`src/fdec_pkg.sv`:
```
// Fractional decimator shared definitions
// Sample and coefficient formats, product width and the reset
// coefficient set of the two-phase polyphase filter

`default_nettype none

package fdec_pkg;

    ////////////////////////////////////////
    // Fixed point formats
    ////////////////////////////////////////

    // Samples are Q1.15
    localparam int DATA_WIDTH  = 16;
    localparam int DATA_FRAC   = 15;

    // Coefficients are Q2.18
    localparam int COEFF_WIDTH = 20;
    localparam int COEFF_FRAC  = 18;

    localparam int PROD_WIDTH  = DATA_WIDTH + COEFF_WIDTH;

    localparam int N_PHASES    = 2;

    ////////////////////////////////////////
    // Reset coefficients
    ////////////////////////////////////////

    // Symmetric low-pass set
    // Coefficient k sits in phase k mod 2 and slot k div 2
    // Each phase sums to about 0.45
    localparam logic signed [COEFF_WIDTH-1:0] DEFAULT_COEFF [8] = '{
        -20'sd5243,
        20'sd13107,
        20'sd39322,
        20'sd70779,
        20'sd70779,
        20'sd39322,
        20'sd13107,
        -20'sd5243
    };

endpackage

`default_nettype wire

```
`src/sample_history.sv`:
```
// Sample history for the fractional decimator
// Keeps the tap delay line and the phase counter, presents the tap window
// including the incoming sample and flags which accepted samples fire

`default_nettype none

module sample_history #(
    parameter int DECIM_M        = 3,
    parameter int TAPS_PER_PHASE = 4
) (
    input  logic                                    clk,
    input  logic                                    rst_n,
    input  logic                                    valid_in,
    input  logic signed [fdec_pkg::DATA_WIDTH-1:0]  sample_in,
    output logic signed [fdec_pkg::DATA_WIDTH-1:0]  taps [TAPS_PER_PHASE],
    output logic                                    fire,
    output logic                                    phase_sel
);

    localparam int CNT_W = $clog2(DECIM_M);

    logic [CNT_W-1:0]                       count;
    logic signed [fdec_pkg::DATA_WIDTH-1:0] hist [TAPS_PER_PHASE-1];

    // Newest sample first, then older accepted samples
    always_comb begin
        taps[0] = sample_in;
        for (int j = 1; j < TAPS_PER_PHASE; j++) begin
            taps[j] = hist[j-1];
        end
    end

    // Count 1 fires the even set, count M-1 the odd set
    assign phase_sel = (count == CNT_W'(DECIM_M - 1));
    assign fire      = valid_in && ((count == CNT_W'(1)) || phase_sel);

    always_ff @(posedge clk or negedge rst_n) begin
        if (!rst_n) begin
            count <= '0;
        end else if (valid_in) begin
            if (count == CNT_W'(DECIM_M - 1)) begin
                count <= '0;
            end else begin
                count <= count + CNT_W'(1);
            end
        end
    end

    // History before reset reads as silence
    always_ff @(posedge clk or negedge rst_n) begin
        if (!rst_n) begin
            for (int j = 0; j < TAPS_PER_PHASE - 1; j++) begin
                hist[j] <= '0;
            end
        end else if (valid_in) begin
            hist[0] <= sample_in;
            for (int j = 1; j < TAPS_PER_PHASE - 1; j++) begin
                hist[j] <= hist[j-1];
            end
        end
    end

endmodule

`default_nettype wire

```
`src/coeff_bank.sv`:
```
// Coefficient bank for the fractional decimator
// Holds both coefficient phases, loads the default set on reset,
// takes one addressed coefficient per write and drives the
// selected phase to the MAC

`default_nettype none

module coeff_bank #(
    parameter int TAPS_PER_PHASE = 4
) (
    input  logic                                    clk,
    input  logic                                    rst_n,
    input  logic                                    coeff_wr_en,
    input  logic [2:0]                              coeff_addr,
    input  logic signed [fdec_pkg::COEFF_WIDTH-1:0] coeff_data,
    input  logic                                    phase_sel,
    output logic signed [fdec_pkg::COEFF_WIDTH-1:0] coeffs [TAPS_PER_PHASE]
);

    localparam int N_COEFF = fdec_pkg::N_PHASES * TAPS_PER_PHASE;

    logic signed [fdec_pkg::COEFF_WIDTH-1:0] bank [fdec_pkg::N_PHASES][TAPS_PER_PHASE];

    int wr_phase;
    int wr_slot;

    // Address splits like the coefficient number
    assign wr_phase = int'(coeff_addr) % fdec_pkg::N_PHASES;
    assign wr_slot  = int'(coeff_addr) / fdec_pkg::N_PHASES;

    ////////////////////////////////////////
    // Storage
    ////////////////////////////////////////

    always_ff @(posedge clk or negedge rst_n) begin
        if (!rst_n) begin
            for (int k = 0; k < N_COEFF; k++) begin
                bank[k % fdec_pkg::N_PHASES][k / fdec_pkg::N_PHASES] <=
                    fdec_pkg::DEFAULT_COEFF[k];
            end
        end else if (coeff_wr_en) begin
            bank[wr_phase][wr_slot] <= coeff_data;
        end
    end

    ////////////////////////////////////////
    // Phase select
    ////////////////////////////////////////

    always_comb begin
        for (int j = 0; j < TAPS_PER_PHASE; j++) begin
            coeffs[j] = bank[phase_sel][j];
        end
    end

endmodule

`default_nettype wire

```
`src/polyphase_mac.sv`:
```
// Polyphase multiply-accumulate for the fractional decimator
// Registers every tap product, then sums them in a registered pairwise
// tree. Valid, bypass and raw sample tags ride along stage by stage
// so several results can be in flight

`default_nettype none

module polyphase_mac #(
    parameter int TAPS_PER_PHASE = 4
) (
    input  logic                                    clk,
    input  logic                                    rst_n,
    input  logic signed [fdec_pkg::DATA_WIDTH-1:0]  taps [TAPS_PER_PHASE],
    input  logic signed [fdec_pkg::COEFF_WIDTH-1:0] coeffs [TAPS_PER_PHASE],
    input  logic                                    fire,
    input  logic                                    bypass,
    input  logic signed [fdec_pkg::DATA_WIDTH-1:0]  sample_in,
    output logic signed [fdec_pkg::PROD_WIDTH+$clog2(TAPS_PER_PHASE)-1:0] acc,
    output logic                                    acc_valid,
    output logic                                    acc_bypass,
    output logic signed [fdec_pkg::DATA_WIDTH-1:0]  bypass_sample
);

    localparam int PW     = fdec_pkg::PROD_WIDTH;
    localparam int LEVELS = $clog2(TAPS_PER_PHASE);
    // Product stage plus one stage per tree level
    localparam int STAGES = LEVELS + 1;

    logic signed [PW-1:0]                   prod_q [TAPS_PER_PHASE];
    logic                                   vld_q  [STAGES];
    logic                                   byp_q  [STAGES];
    logic signed [fdec_pkg::DATA_WIDTH-1:0] raw_q  [STAGES];

    ////////////////////////////////////////
    // Products
    ////////////////////////////////////////

    always_ff @(posedge clk) begin
        for (int j = 0; j < TAPS_PER_PHASE; j++) begin
            prod_q[j] <= taps[j] * coeffs[j];
        end
    end

    ////////////////////////////////////////
    // Adder tree
    ////////////////////////////////////////

    // Level l holds TAPS_PER_PHASE >> l sums, one bit wider than level l-1
    for (genvar l = 1; l <= LEVELS; l++) begin : g_level
        localparam int NODES = TAPS_PER_PHASE >> l;

        logic signed [PW+l-2:0] in_w  [2*NODES];
        logic signed [PW+l-1:0] sum_q [NODES];

        if (l == 1) begin : g_src
            assign in_w = prod_q;
        end else begin : g_src
            assign in_w = g_level[l-1].sum_q;
        end

        always_ff @(posedge clk) begin
            for (int n = 0; n < NODES; n++) begin
                sum_q[n] <= in_w[2*n] + in_w[2*n+1];
            end
        end
    end

    assign acc = g_level[LEVELS].sum_q[0];

    ////////////////////////////////////////
    // Tags
    ////////////////////////////////////////

    always_ff @(posedge clk or negedge rst_n) begin
        if (!rst_n) begin
            for (int s = 0; s < STAGES; s++) begin
                vld_q[s] <= 1'b0;
                byp_q[s] <= 1'b0;
            end
        end else begin
            vld_q[0] <= fire || bypass;
            byp_q[0] <= bypass;
            for (int s = 1; s < STAGES; s++) begin
                vld_q[s] <= vld_q[s-1];
                byp_q[s] <= byp_q[s-1];
            end
        end
    end

    always_ff @(posedge clk) begin
        raw_q[0] <= sample_in;
        for (int s = 1; s < STAGES; s++) begin
            raw_q[s] <= raw_q[s-1];
        end
    end

    assign acc_valid     = vld_q[STAGES-1];
    assign acc_bypass    = byp_q[STAGES-1];
    assign bypass_sample = raw_q[STAGES-1];

endmodule

`default_nettype wire

```
`src/round_sat.sv`:
```
// Output stage of the fractional decimator
// Rounds the accumulator to Q1.15, clamps to the sample range with
// overflow and underflow flags, and registers the result or the
// bypassed sample

`default_nettype none

module round_sat #(
    parameter int TAPS_PER_PHASE = 4
) (
    input  logic                                    clk,
    input  logic                                    rst_n,
    input  logic signed [fdec_pkg::PROD_WIDTH+$clog2(TAPS_PER_PHASE)-1:0] acc,
    input  logic                                    acc_valid,
    input  logic                                    acc_bypass,
    input  logic signed [fdec_pkg::DATA_WIDTH-1:0]  bypass_sample,
    output logic signed [fdec_pkg::DATA_WIDTH-1:0]  sample_out,
    output logic                                    overflow,
    output logic                                    underflow,
    output logic                                    valid_out
);

    localparam int ACC_WIDTH = fdec_pkg::PROD_WIDTH + $clog2(TAPS_PER_PHASE);
    localparam int ACC_FRAC  = fdec_pkg::DATA_FRAC + fdec_pkg::COEFF_FRAC;
    localparam int SHIFT     = ACC_FRAC - fdec_pkg::DATA_FRAC;

    localparam logic signed [ACC_WIDTH-1:0] HALF_LSB = ACC_WIDTH'(1) << (SHIFT - 1);
    localparam logic signed [ACC_WIDTH-1:0] SAT_MAX  =
        ACC_WIDTH'(2 ** (fdec_pkg::DATA_WIDTH - 1) - 1);
    // Bitwise inverse of the top limit is the bottom limit
    localparam logic signed [ACC_WIDTH-1:0] SAT_MIN  = ~SAT_MAX;

    logic signed [ACC_WIDTH-1:0]            rounded;
    logic                                   clip_hi;
    logic                                   clip_lo;
    logic signed [fdec_pkg::DATA_WIDTH-1:0] sat_val;

    always_comb begin
        rounded = (acc + HALF_LSB) >>> SHIFT;
        clip_hi = rounded > SAT_MAX;
        clip_lo = rounded < SAT_MIN;
        if (clip_hi) begin
            sat_val = SAT_MAX[fdec_pkg::DATA_WIDTH-1:0];
        end else if (clip_lo) begin
            sat_val = SAT_MIN[fdec_pkg::DATA_WIDTH-1:0];
        end else begin
            sat_val = rounded[fdec_pkg::DATA_WIDTH-1:0];
        end
    end

    // Flags pulse with valid_out only
    always_ff @(posedge clk or negedge rst_n) begin
        if (!rst_n) begin
            valid_out <= 1'b0;
            overflow  <= 1'b0;
            underflow <= 1'b0;
        end else begin
            valid_out <= acc_valid;
            overflow  <= acc_valid && !acc_bypass && clip_hi;
            underflow <= acc_valid && !acc_bypass && clip_lo;
        end
    end

    always_ff @(posedge clk) begin
        if (acc_valid) begin
            sample_out <= acc_bypass ? bypass_sample : sat_val;
        end
    end

endmodule

`default_nettype wire

```
`src/frac_decimator.sv`:
```
// Two-phase fractional decimator, top level
// Sample history feeds the polyphase MAC with the coefficient bank
// supplying the active phase. Two outputs per DECIM_M input samples

`default_nettype none

module frac_decimator #(
    parameter int DECIM_M        = 3,
    parameter int TAPS_PER_PHASE = 4
) (
    input  logic                                    clk,
    input  logic                                    rst_n,
    input  logic                                    valid_in,
    input  logic signed [fdec_pkg::DATA_WIDTH-1:0]  sample_in,
    input  logic                                    bypass,
    input  logic                                    coeff_wr_en,
    input  logic [2:0]                              coeff_addr,
    input  logic signed [fdec_pkg::COEFF_WIDTH-1:0] coeff_data,
    output logic signed [fdec_pkg::DATA_WIDTH-1:0]  sample_out,
    output logic                                    overflow,
    output logic                                    underflow,
    output logic                                    valid_out
);

    localparam int ACC_WIDTH = fdec_pkg::PROD_WIDTH + $clog2(TAPS_PER_PHASE);

    logic signed [fdec_pkg::DATA_WIDTH-1:0]  taps   [TAPS_PER_PHASE];
    logic signed [fdec_pkg::COEFF_WIDTH-1:0] coeffs [TAPS_PER_PHASE];
    logic                                    fire;
    logic                                    phase_sel;
    logic signed [ACC_WIDTH-1:0]             acc;
    logic                                    acc_valid;
    logic                                    acc_bypass;
    logic signed [fdec_pkg::DATA_WIDTH-1:0]  bypass_sample;

    sample_history #(
        .DECIM_M        (DECIM_M),
        .TAPS_PER_PHASE (TAPS_PER_PHASE)
    ) u_history (
        .clk       (clk),
        .rst_n     (rst_n),
        .valid_in  (valid_in),
        .sample_in (sample_in),
        .taps      (taps),
        .fire      (fire),
        .phase_sel (phase_sel)
    );

    coeff_bank #(
        .TAPS_PER_PHASE (TAPS_PER_PHASE)
    ) u_bank (
        .clk         (clk),
        .rst_n       (rst_n),
        .coeff_wr_en (coeff_wr_en),
        .coeff_addr  (coeff_addr),
        .coeff_data  (coeff_data),
        .phase_sel   (phase_sel),
        .coeffs      (coeffs)
    );

    // Bypass only counts for accepted samples
    polyphase_mac #(
        .TAPS_PER_PHASE (TAPS_PER_PHASE)
    ) u_mac (
        .clk           (clk),
        .rst_n         (rst_n),
        .taps          (taps),
        .coeffs        (coeffs),
        .fire          (fire),
        .bypass        (bypass && valid_in),
        .sample_in     (sample_in),
        .acc           (acc),
        .acc_valid     (acc_valid),
        .acc_bypass    (acc_bypass),
        .bypass_sample (bypass_sample)
    );

    round_sat #(
        .TAPS_PER_PHASE (TAPS_PER_PHASE)
    ) u_round (
        .clk           (clk),
        .rst_n         (rst_n),
        .acc           (acc),
        .acc_valid     (acc_valid),
        .acc_bypass    (acc_bypass),
        .bypass_sample (bypass_sample),
        .sample_out    (sample_out),
        .overflow      (overflow),
        .underflow     (underflow),
        .valid_out     (valid_out)
    );

endmodule

`default_nettype wire

```
`config.mk`:
```
export PLATFORM = sky130hd
export DESIGN_NAME = frac_decimator
export DESIGN_NICKNAME = d
export VERILOG_FILES = /design/src/fdec_pkg.sv /design/src/sample_history.sv /design/src/coeff_bank.sv /design/src/polyphase_mac.sv /design/src/round_sat.sv /design/src/frac_decimator.sv
export SDC_FILE = /design/constraint.sdc
export NUM_CORES = 2
export LEC_CHECK = 0
export BUFFER_PORTS_ARGS = -buffer_cell sky130_fd_sc_hd__buf_2
export CORE_ASPECT_RATIO = 0.7
export CORE_MARGIN = 10
export CORE_UTILIZATION = 25
export CTS_CLUSTER_SIZE = 8
export DETAILED_ROUTE_END_ITERATION = 8
export HOLD_SLACK_MARGIN = 0.12
export SLEW_MARGIN = 30
export SYNTH_ARGS = -nofsm -noshare
export SYNTH_HDL_FRONTEND = slang
export SYNTH_SLANG_ARGS = --single-unit
```
`constraint.sdc`:
```
create_clock -name clk -period 12.35 [get_ports clk]
set_input_delay 2.47 -clock clk [delete_from_list [all_inputs] [get_ports clk]]
set_output_delay 2.47 -clock clk [all_outputs]
set_load 0.02 [all_outputs]
```
**Yosys cells after proc, flatten, opt, wreduce, memory -nomap -nowiden**

Memory sizes are Yosys's and may differ from the RTL's.
Cells that the tools add are included.

- $add $sub $neg: 5
- $mul: 4
- Div/mod/pow operators: 0
- Order comparisons: 7
- Equality and inequality tests: 2
- Shifts and indexed selects: 0
- Mux-type cells: 12
- Bitwise operators: 3
- Reductions and logical operators: 10

Operators with widths:

| kind | count |
|---|---|
| 2-to-1 mux 80 bit | 4 |
| bitwise mux 160 bit | 1 |
| multiplier 16 x 20 -> 36 bit | 4 |
| demux 80 bit (select 1 bit) | 1 |
| adder 36 x 36 -> 37 bit | 2 |
| less-than comparator 32 x 1 -> 1 bit (second input constant) | 2 |
| 2-to-1 mux 16 bit | 3 |
| demux 20 bit (select 2 bit) | 1 |
| adder 37 x 37 -> 38 bit | 1 |
| adder 38 x 19 -> 38 bit (second input constant) | 1 |
| >= comparator 32 x 2 -> 1 bit (second input constant) | 1 |
| >= comparator 32 x 3 -> 1 bit (second input constant) | 1 |
| inverter 1 -> 32 bit | 1 |
| inverter 2 -> 32 bit | 1 |
| > comparator 20 x 16 -> 1 bit (second input constant) | 1 |
| less-than comparator 20 x 16 -> 1 bit (second input constant) | 1 |
| 2-to-1 mux 20 bit | 1 |
| logical AND 1 bit | 7 |
| adder 2 x 1 -> 2 bit (second input constant) | 1 |
| equality test 2 x 1 -> 1 bit (second input constant) | 1 |
| equality test 2 bit (second input constant) | 1 |
| >= comparator 2 bit (second input constant) | 1 |
| logical OR 1 bit | 2 |
| 2-to-1 mux 2 bit | 1 |
| other kinds (2) | 2 |

- Register bits after elaboration: 453
- Bits in latches: 0
- Memory bits (writable): 86
- Bits in read-only memories: 0
- Output and inout bits: 19
- Word-level logic and storage cells: 73
- Memories: 2

Memories:

| name | depth | bits a word | rd ports | clocked after Yosys merged registers in | wr ports | RTL line | text |
|---|---|---|---|---|---|---|---|
| u_mac.raw_q | 3 | 16 | 3 | 0 | 3 | polyphase_mac.sv:32 | `logic signed [fdec_pkg::DATA_WIDTH-1:0] raw_q [STAGES];` |
| u_mac.g_level[2].sum_q | 1 | 38 | 1 | 0 | 1 | polyphase_mac.sv:53 | `logic signed [PW+l-1:0] sum_q [NODES];` |

**Logic depth before layout (Yosys ltp)**

- Word-level depth: 8
- Gate-level depth with buffers: 31
- Mapped depth without buffers: 27

**Cells and area by module**

A second synthesis with hierarchy kept.

- Cell total of the unflattened synthesis: 6941
- Area total of the unflattened synthesis: 69246.4 sq um

Modules (own cells, without submodules):

| module | times used | cells an instance | area an instance (sq um) |
|---|---|---|---|
| polyphase_mac | 1 | 6221 | 58242.1 |
| coeff_bank | 1 | 433 | 7278.2 |
| sample_history | 1 | 128 | 2280.9 |
| round_sat | 1 | 158 | 1438.9 |
| frac_decimator | 1 | 1 | 6.3 |

**Least setup slack after synthesis**

Ideal clock, no wire load.

- Kind: input port to flip-flop
- Start point: input sample_in[7] in the netlist's numbering
- End point: register u_mac.prod_q (netlist bit u_mac.g_level[1].in_w[140])
- Library setup time: 0.121 ns
- Arrival time: 8.093 ns
- Required time: 12.229 ns
- Slack: 4.136 ns
- Stages on the path: 25
- Cells stage by stage: clkbuf_1 -> nand2_1 -> fa_1 -> inv_1 -> fa_1 -> inv_1 -> fa_1 -> inv_1 -> fa_1 -> fa_1 -> inv_1 -> fa_1 -> inv_1 -> ha_1 -> clkbuf_1 -> nand4_1 -> a211o_1 -> o21bai_1 -> a21oi_1 -> o31a_1 -> a2111oi_2 -> o41ai_1 -> nand2b_1 -> a21oi_1 -> xnor2_1

- Longest elaborated chain between the ends: 1

RTL lines:

| what | RTL line | text |
|---|---|---|
| from (decl) | frac_decimator.sv:14 | `input logic signed [fdec_pkg::DATA_WIDTH-1:0] sample_in,` |
| multiplier 16 x 20 -> 36 bit | polyphase_mac.sv:40 | `prod_q[j] <= taps[j] * coeffs[j];` |
| to (signal, indexed assignment) | polyphase_mac.sv:40 |  |
| to (decl) | polyphase_mac.sv:29 | `logic signed [PW-1:0] prod_q [TAPS_PER_PHASE];` |

Every way passes these cells.
A chain may end at the register's enable or synchronous reset.

**Final worst setup path**

- Start point: register u_history.count[0]
- End point: register u_mac.prod_q (netlist bit u_mac.g_level[1].in_w[107])

- Longest elaborated chain between the ends: 6

RTL lines:

| what | RTL line | text |
|---|---|---|
| from (decl) | sample_history.sv:22 | `logic [CNT_W-1:0] count;` |
| from (signal assigned) | sample_history.sv:44 | `count <= count + CNT_W'(1);` |
| equality test 2 bit | sample_history.sv:34 | `assign phase_sel = (count == CNT_W'(DECIM_M - 1));` |
| inverter 1 -> 2 bit (not written as such) | coeff_bank.sv:52 | `coeffs[j] = bank[phase_sel][j];` |
| 2-to-1 mux 80 bit (3 in a row) | -- |  |
| multiplier 16 x 20 -> 36 bit | polyphase_mac.sv:40 |  |

Every way passes these cells. The select of a mux whose other input is x is not followed.

==> results.py <==
metrics = {
    "cts": {
        "htree_levels": 3,
        "cts_setup_buffers": 0,
        "cts_tree": "built",
        "clock_latency_ns": 0.68,
        "post_cts_resized": 0,
        "cts_buffers": 78,
        "clockBufferDepth": 3,
        "cts.sinks": 522,
        "clkTransAtPathRegs_ns": 0.05,
        "cts_root_buffer": "clkbuf_16",
        "cts_hold_buf": 0,
    },
    "detailed_routing": {
        "drt_pass1_iterations": 6,
        "wl_per_cell_um": 17.3,
        "drtIter0Drc": 3088,
        "drc": 0,
        "highest_layer": "met4",
        "ant_nets": 0,
        "finalWirelength_um": 181000,
        "wl_met2_um": 82100,
        "vias": 46092,
        "route.met3.wl_um": 11500,
        "via_per_inst": 4.40,
        "met1_length_um": 81300,
    },
    "min_path": {
        "hp-class": "flip-flop to flip-flop",
    },
    "layout": {
        "final_cell_mix": "inv_1 (1,444), fa_1 (1,274), nand2_1 (699), and2_1 (556), ha_1 (471)",
        "final_common_cell": "inv_1",
        "fin_area_um2": 74500,
        "layout.nets": 8584,
        "syn_to_final_growth_pct": 9.84,
        "drive_above_1_share": 0.0927,
    },
    "synth": {
        "synth-compound-area-share": 0.0596,
        "synth_largest_area_cell": "fa_1",
        "ys_seq_elements": 522,
        "synth_edf_count": 16,
        "seq_area_frac_synth": 0.174,
        "synthCells": 6859,
        "yosys.area_share.simple": 0.127,
        "synth_ff_type": "dfxtp_1",
        "syn_nets": 8649,
        "synth_top_family_by_area": "adder cells",
        "ys_warn_count": 0,
        "netlist.area_leader.share": 0.376,
        "ys_types": 85,
        "synthMuxAreaShare": 0.0502,
        "syn_area_um2": 67800,
        "ys_async_sr_fraction": 0.420,
        "syn_area_per_cell_um2": 9.89,
        "synthXorXnorAreaFrac": 0.0322,
        "synthAdderAreaFrac": 0.463,
        "synthTopCellsByArea": "fa_1 (38%), ha_1 (8.7%), dfxtp_1 (8.5%), inv_1 (8.0%), dfrtp_1 (5.3%)",
    },
    "sta": {
        "slew_headroom": 0.309,
        "post-route-period-util": 0.705,
        "tightest_slew_ns": 1.04,
        "skew_ns": 0.0307,
        "finalCriticalPeriod_ns": 8.71,
        "hold_viol": 0,
        "slew_viol_final": 0,
        "rsz0062_at_grt": "no",
        "fmaxAchievable_ghz": 0.115,
        "tns_ns": 0,
        "setup_violations": 0,
    },
    "die": {
        "fp.dieH_um": 456,
        "pin_count": 63,
        "fp.dieW_um": 643,
        "die-area_um2": 293000,
        "rows": 159,
        "initial_core_util": 0.252,
        "core_region_area_um2": 269000,
    },
    "worst_setup_path": {
        "cp_max_fo": 31,
        "path_buf_inv": 6,
        "cpLargestDelayFamily": "adder cells",
        "crit_path_end_kind": "flip-flop",
        "cp_common_cell": "fa_1",
        "crit_arrival_ns": 9.25,
        "crit_type": "flip-flop to flip-flop",
        "cp_slowest_cell": "fa_1",
        "required_ns": 12.89,
        "startpoint_type": "flip-flop",
        "slowest_delay_ns": 0.96,
    },
    "place": {
        "io_buffers": 62,
        "gp_congestion": 0.883,
        "placed_cell_area_um2": 72100,
        "dp_hpwl_um": 145000,
    },
    "global_route": {
        "antenna_found_initial": 8,
        "grt_pass1_vias": 50407,
        "grt_max_degree": 78,
        "grt_pass1_wl_um": 291000,
        "track_usage": 0.124,
        "grt-ovfl-total": 0,
    },
    "flow_run": {
        "drv_cap": 0,
    },
    "outcome": {
        "status": "completed",
    },
}
cell type report:
type | instances | area, um^2
diodes | 8 | 20.0
clock buffers | 114 | 2110
clock inverters | 12 | 204
fillers | 28042 | 195000
inverters | 1444 | 5420
multi-input cells | 4639 | 49700
flip-flops and latches | 522 | 11800
well taps | 3622 | 4530
repair buffers | 109 | 724
metal layers:
metal / track usage / vias up
met3: 0.0211 / 239
met2: 0.197 / 1369
met4: 0.0450 / 0
li1: - / 20689
met5: 0 / -
met1: 0.170 / 23795
logic make-up (layout without fill, tap and decap cells):
kind of cell | count (synthesis) | in the layout
multiplexers | 303 | 303
other | 0 | 8
flip-flops | 522 | 522
buffers and inverters | 1698 | 1679
AO/OA/AOI/OAI | 605 | 605
XOR/XNOR | 249 | 249
adder cells (fa/ha/maj) | 1746 | 1746
AND/OR/NAND/NOR | 1736 | 1736
flip-flops by register name (all words and copies together), names as in the netlist:
register,cells
u_mac.acc_bypass,1
u_round.overflow,1
u_mac.raw_q,48
u_mac.g_level.sum_q,95
u_mac.vld_q,2
u_round.sample_out,16
u_round.valid_out,1
u_mac.byp_q,2
u_bank.bank,160
u_mac.acc_valid,1
u_history.count,2
u_history.taps,48
u_mac.g_level.in_w,144
u_round.underflow,1
stage by stage:
| stage | setup slack [ns] | instances | util | hold WS (ns) |
|---|---|---|---|---|
| floorplan | 4.14 | 6859 | - | 0.310 |
| global placement | 3.47 | 10330 | 0.268 | 0.310 |
| detailed placement | 3.59 | 10335 | 0.268 | 0.312 |
| CTS | 3.63 | 10461 | 0.277 | 0.323 |
| global route | 3.19 | 10463 | 0.277 | 0.328 |
| finish | 3.64 | 10470 | 0.277 | 0.323 |
cell usage after synthesis, types with 7 or more instances:
| cell type | number |
|---|---|
| clkbuf_1 | 252 |
| dfrtp_1 | 143 |
| and2_1 | 556 |
| a21o_1 | 107 |
| and3_1 | 25 |
| mux2_2 | 295 |
| nor2b_1 | 75 |
| nand3_1 | 49 |
| edfxtp_1 | 16 |
| nand2b_1 | 41 |
| inv_1 | 1444 |
| o21bai_1 | 30 |
| mux2i_1 | 8 |
| dfstp_2 | 76 |
| xor2_1 | 65 |
| a211oi_1 | 19 |
| nand4_1 | 25 |
| ha_1 | 472 |
| xnor2_1 | 184 |
| dfxtp_1 | 287 |
| a31oi_1 | 19 |
| or3_1 | 10 |
| a21oi_1 | 182 |
| a21boi_0 | 7 |
| o21ai_0 | 111 |
| nor2_1 | 178 |
| nor3_1 | 32 |
| fa_1 | 1274 |
| or2_2 | 19 |
| o211ai_1 | 9 |
| o21a_1 | 28 |
| o31ai_1 | 8 |
| nand2_1 | 699 |
path summary, 6_finish.rpt:
check	from	endpoint	depth (start not counted)	slack [ns]
max in group asynchronous	rst_n	u_mac.acc_valid	4	8.39
min	u_mac.raw_q[0][30]	u_mac.raw_q[0][46]	0	0.32
min reg2reg	u_mac.raw_q[0][30]	u_mac.raw_q[0][46]	0	0.32
min in group asynchronous	rst_n	u_bank.bank[97]	1	1.73
max	u_history.count[0]	u_mac.g_level[1].in_w[107]	25	3.64
max reg2reg	u_history.count[0]	u_mac.g_level[1].in_w[107]	25	3.64
Power is not shown: default switching activity piles up to over one toggle a cycle in this logic, so the estimate is an artifact.
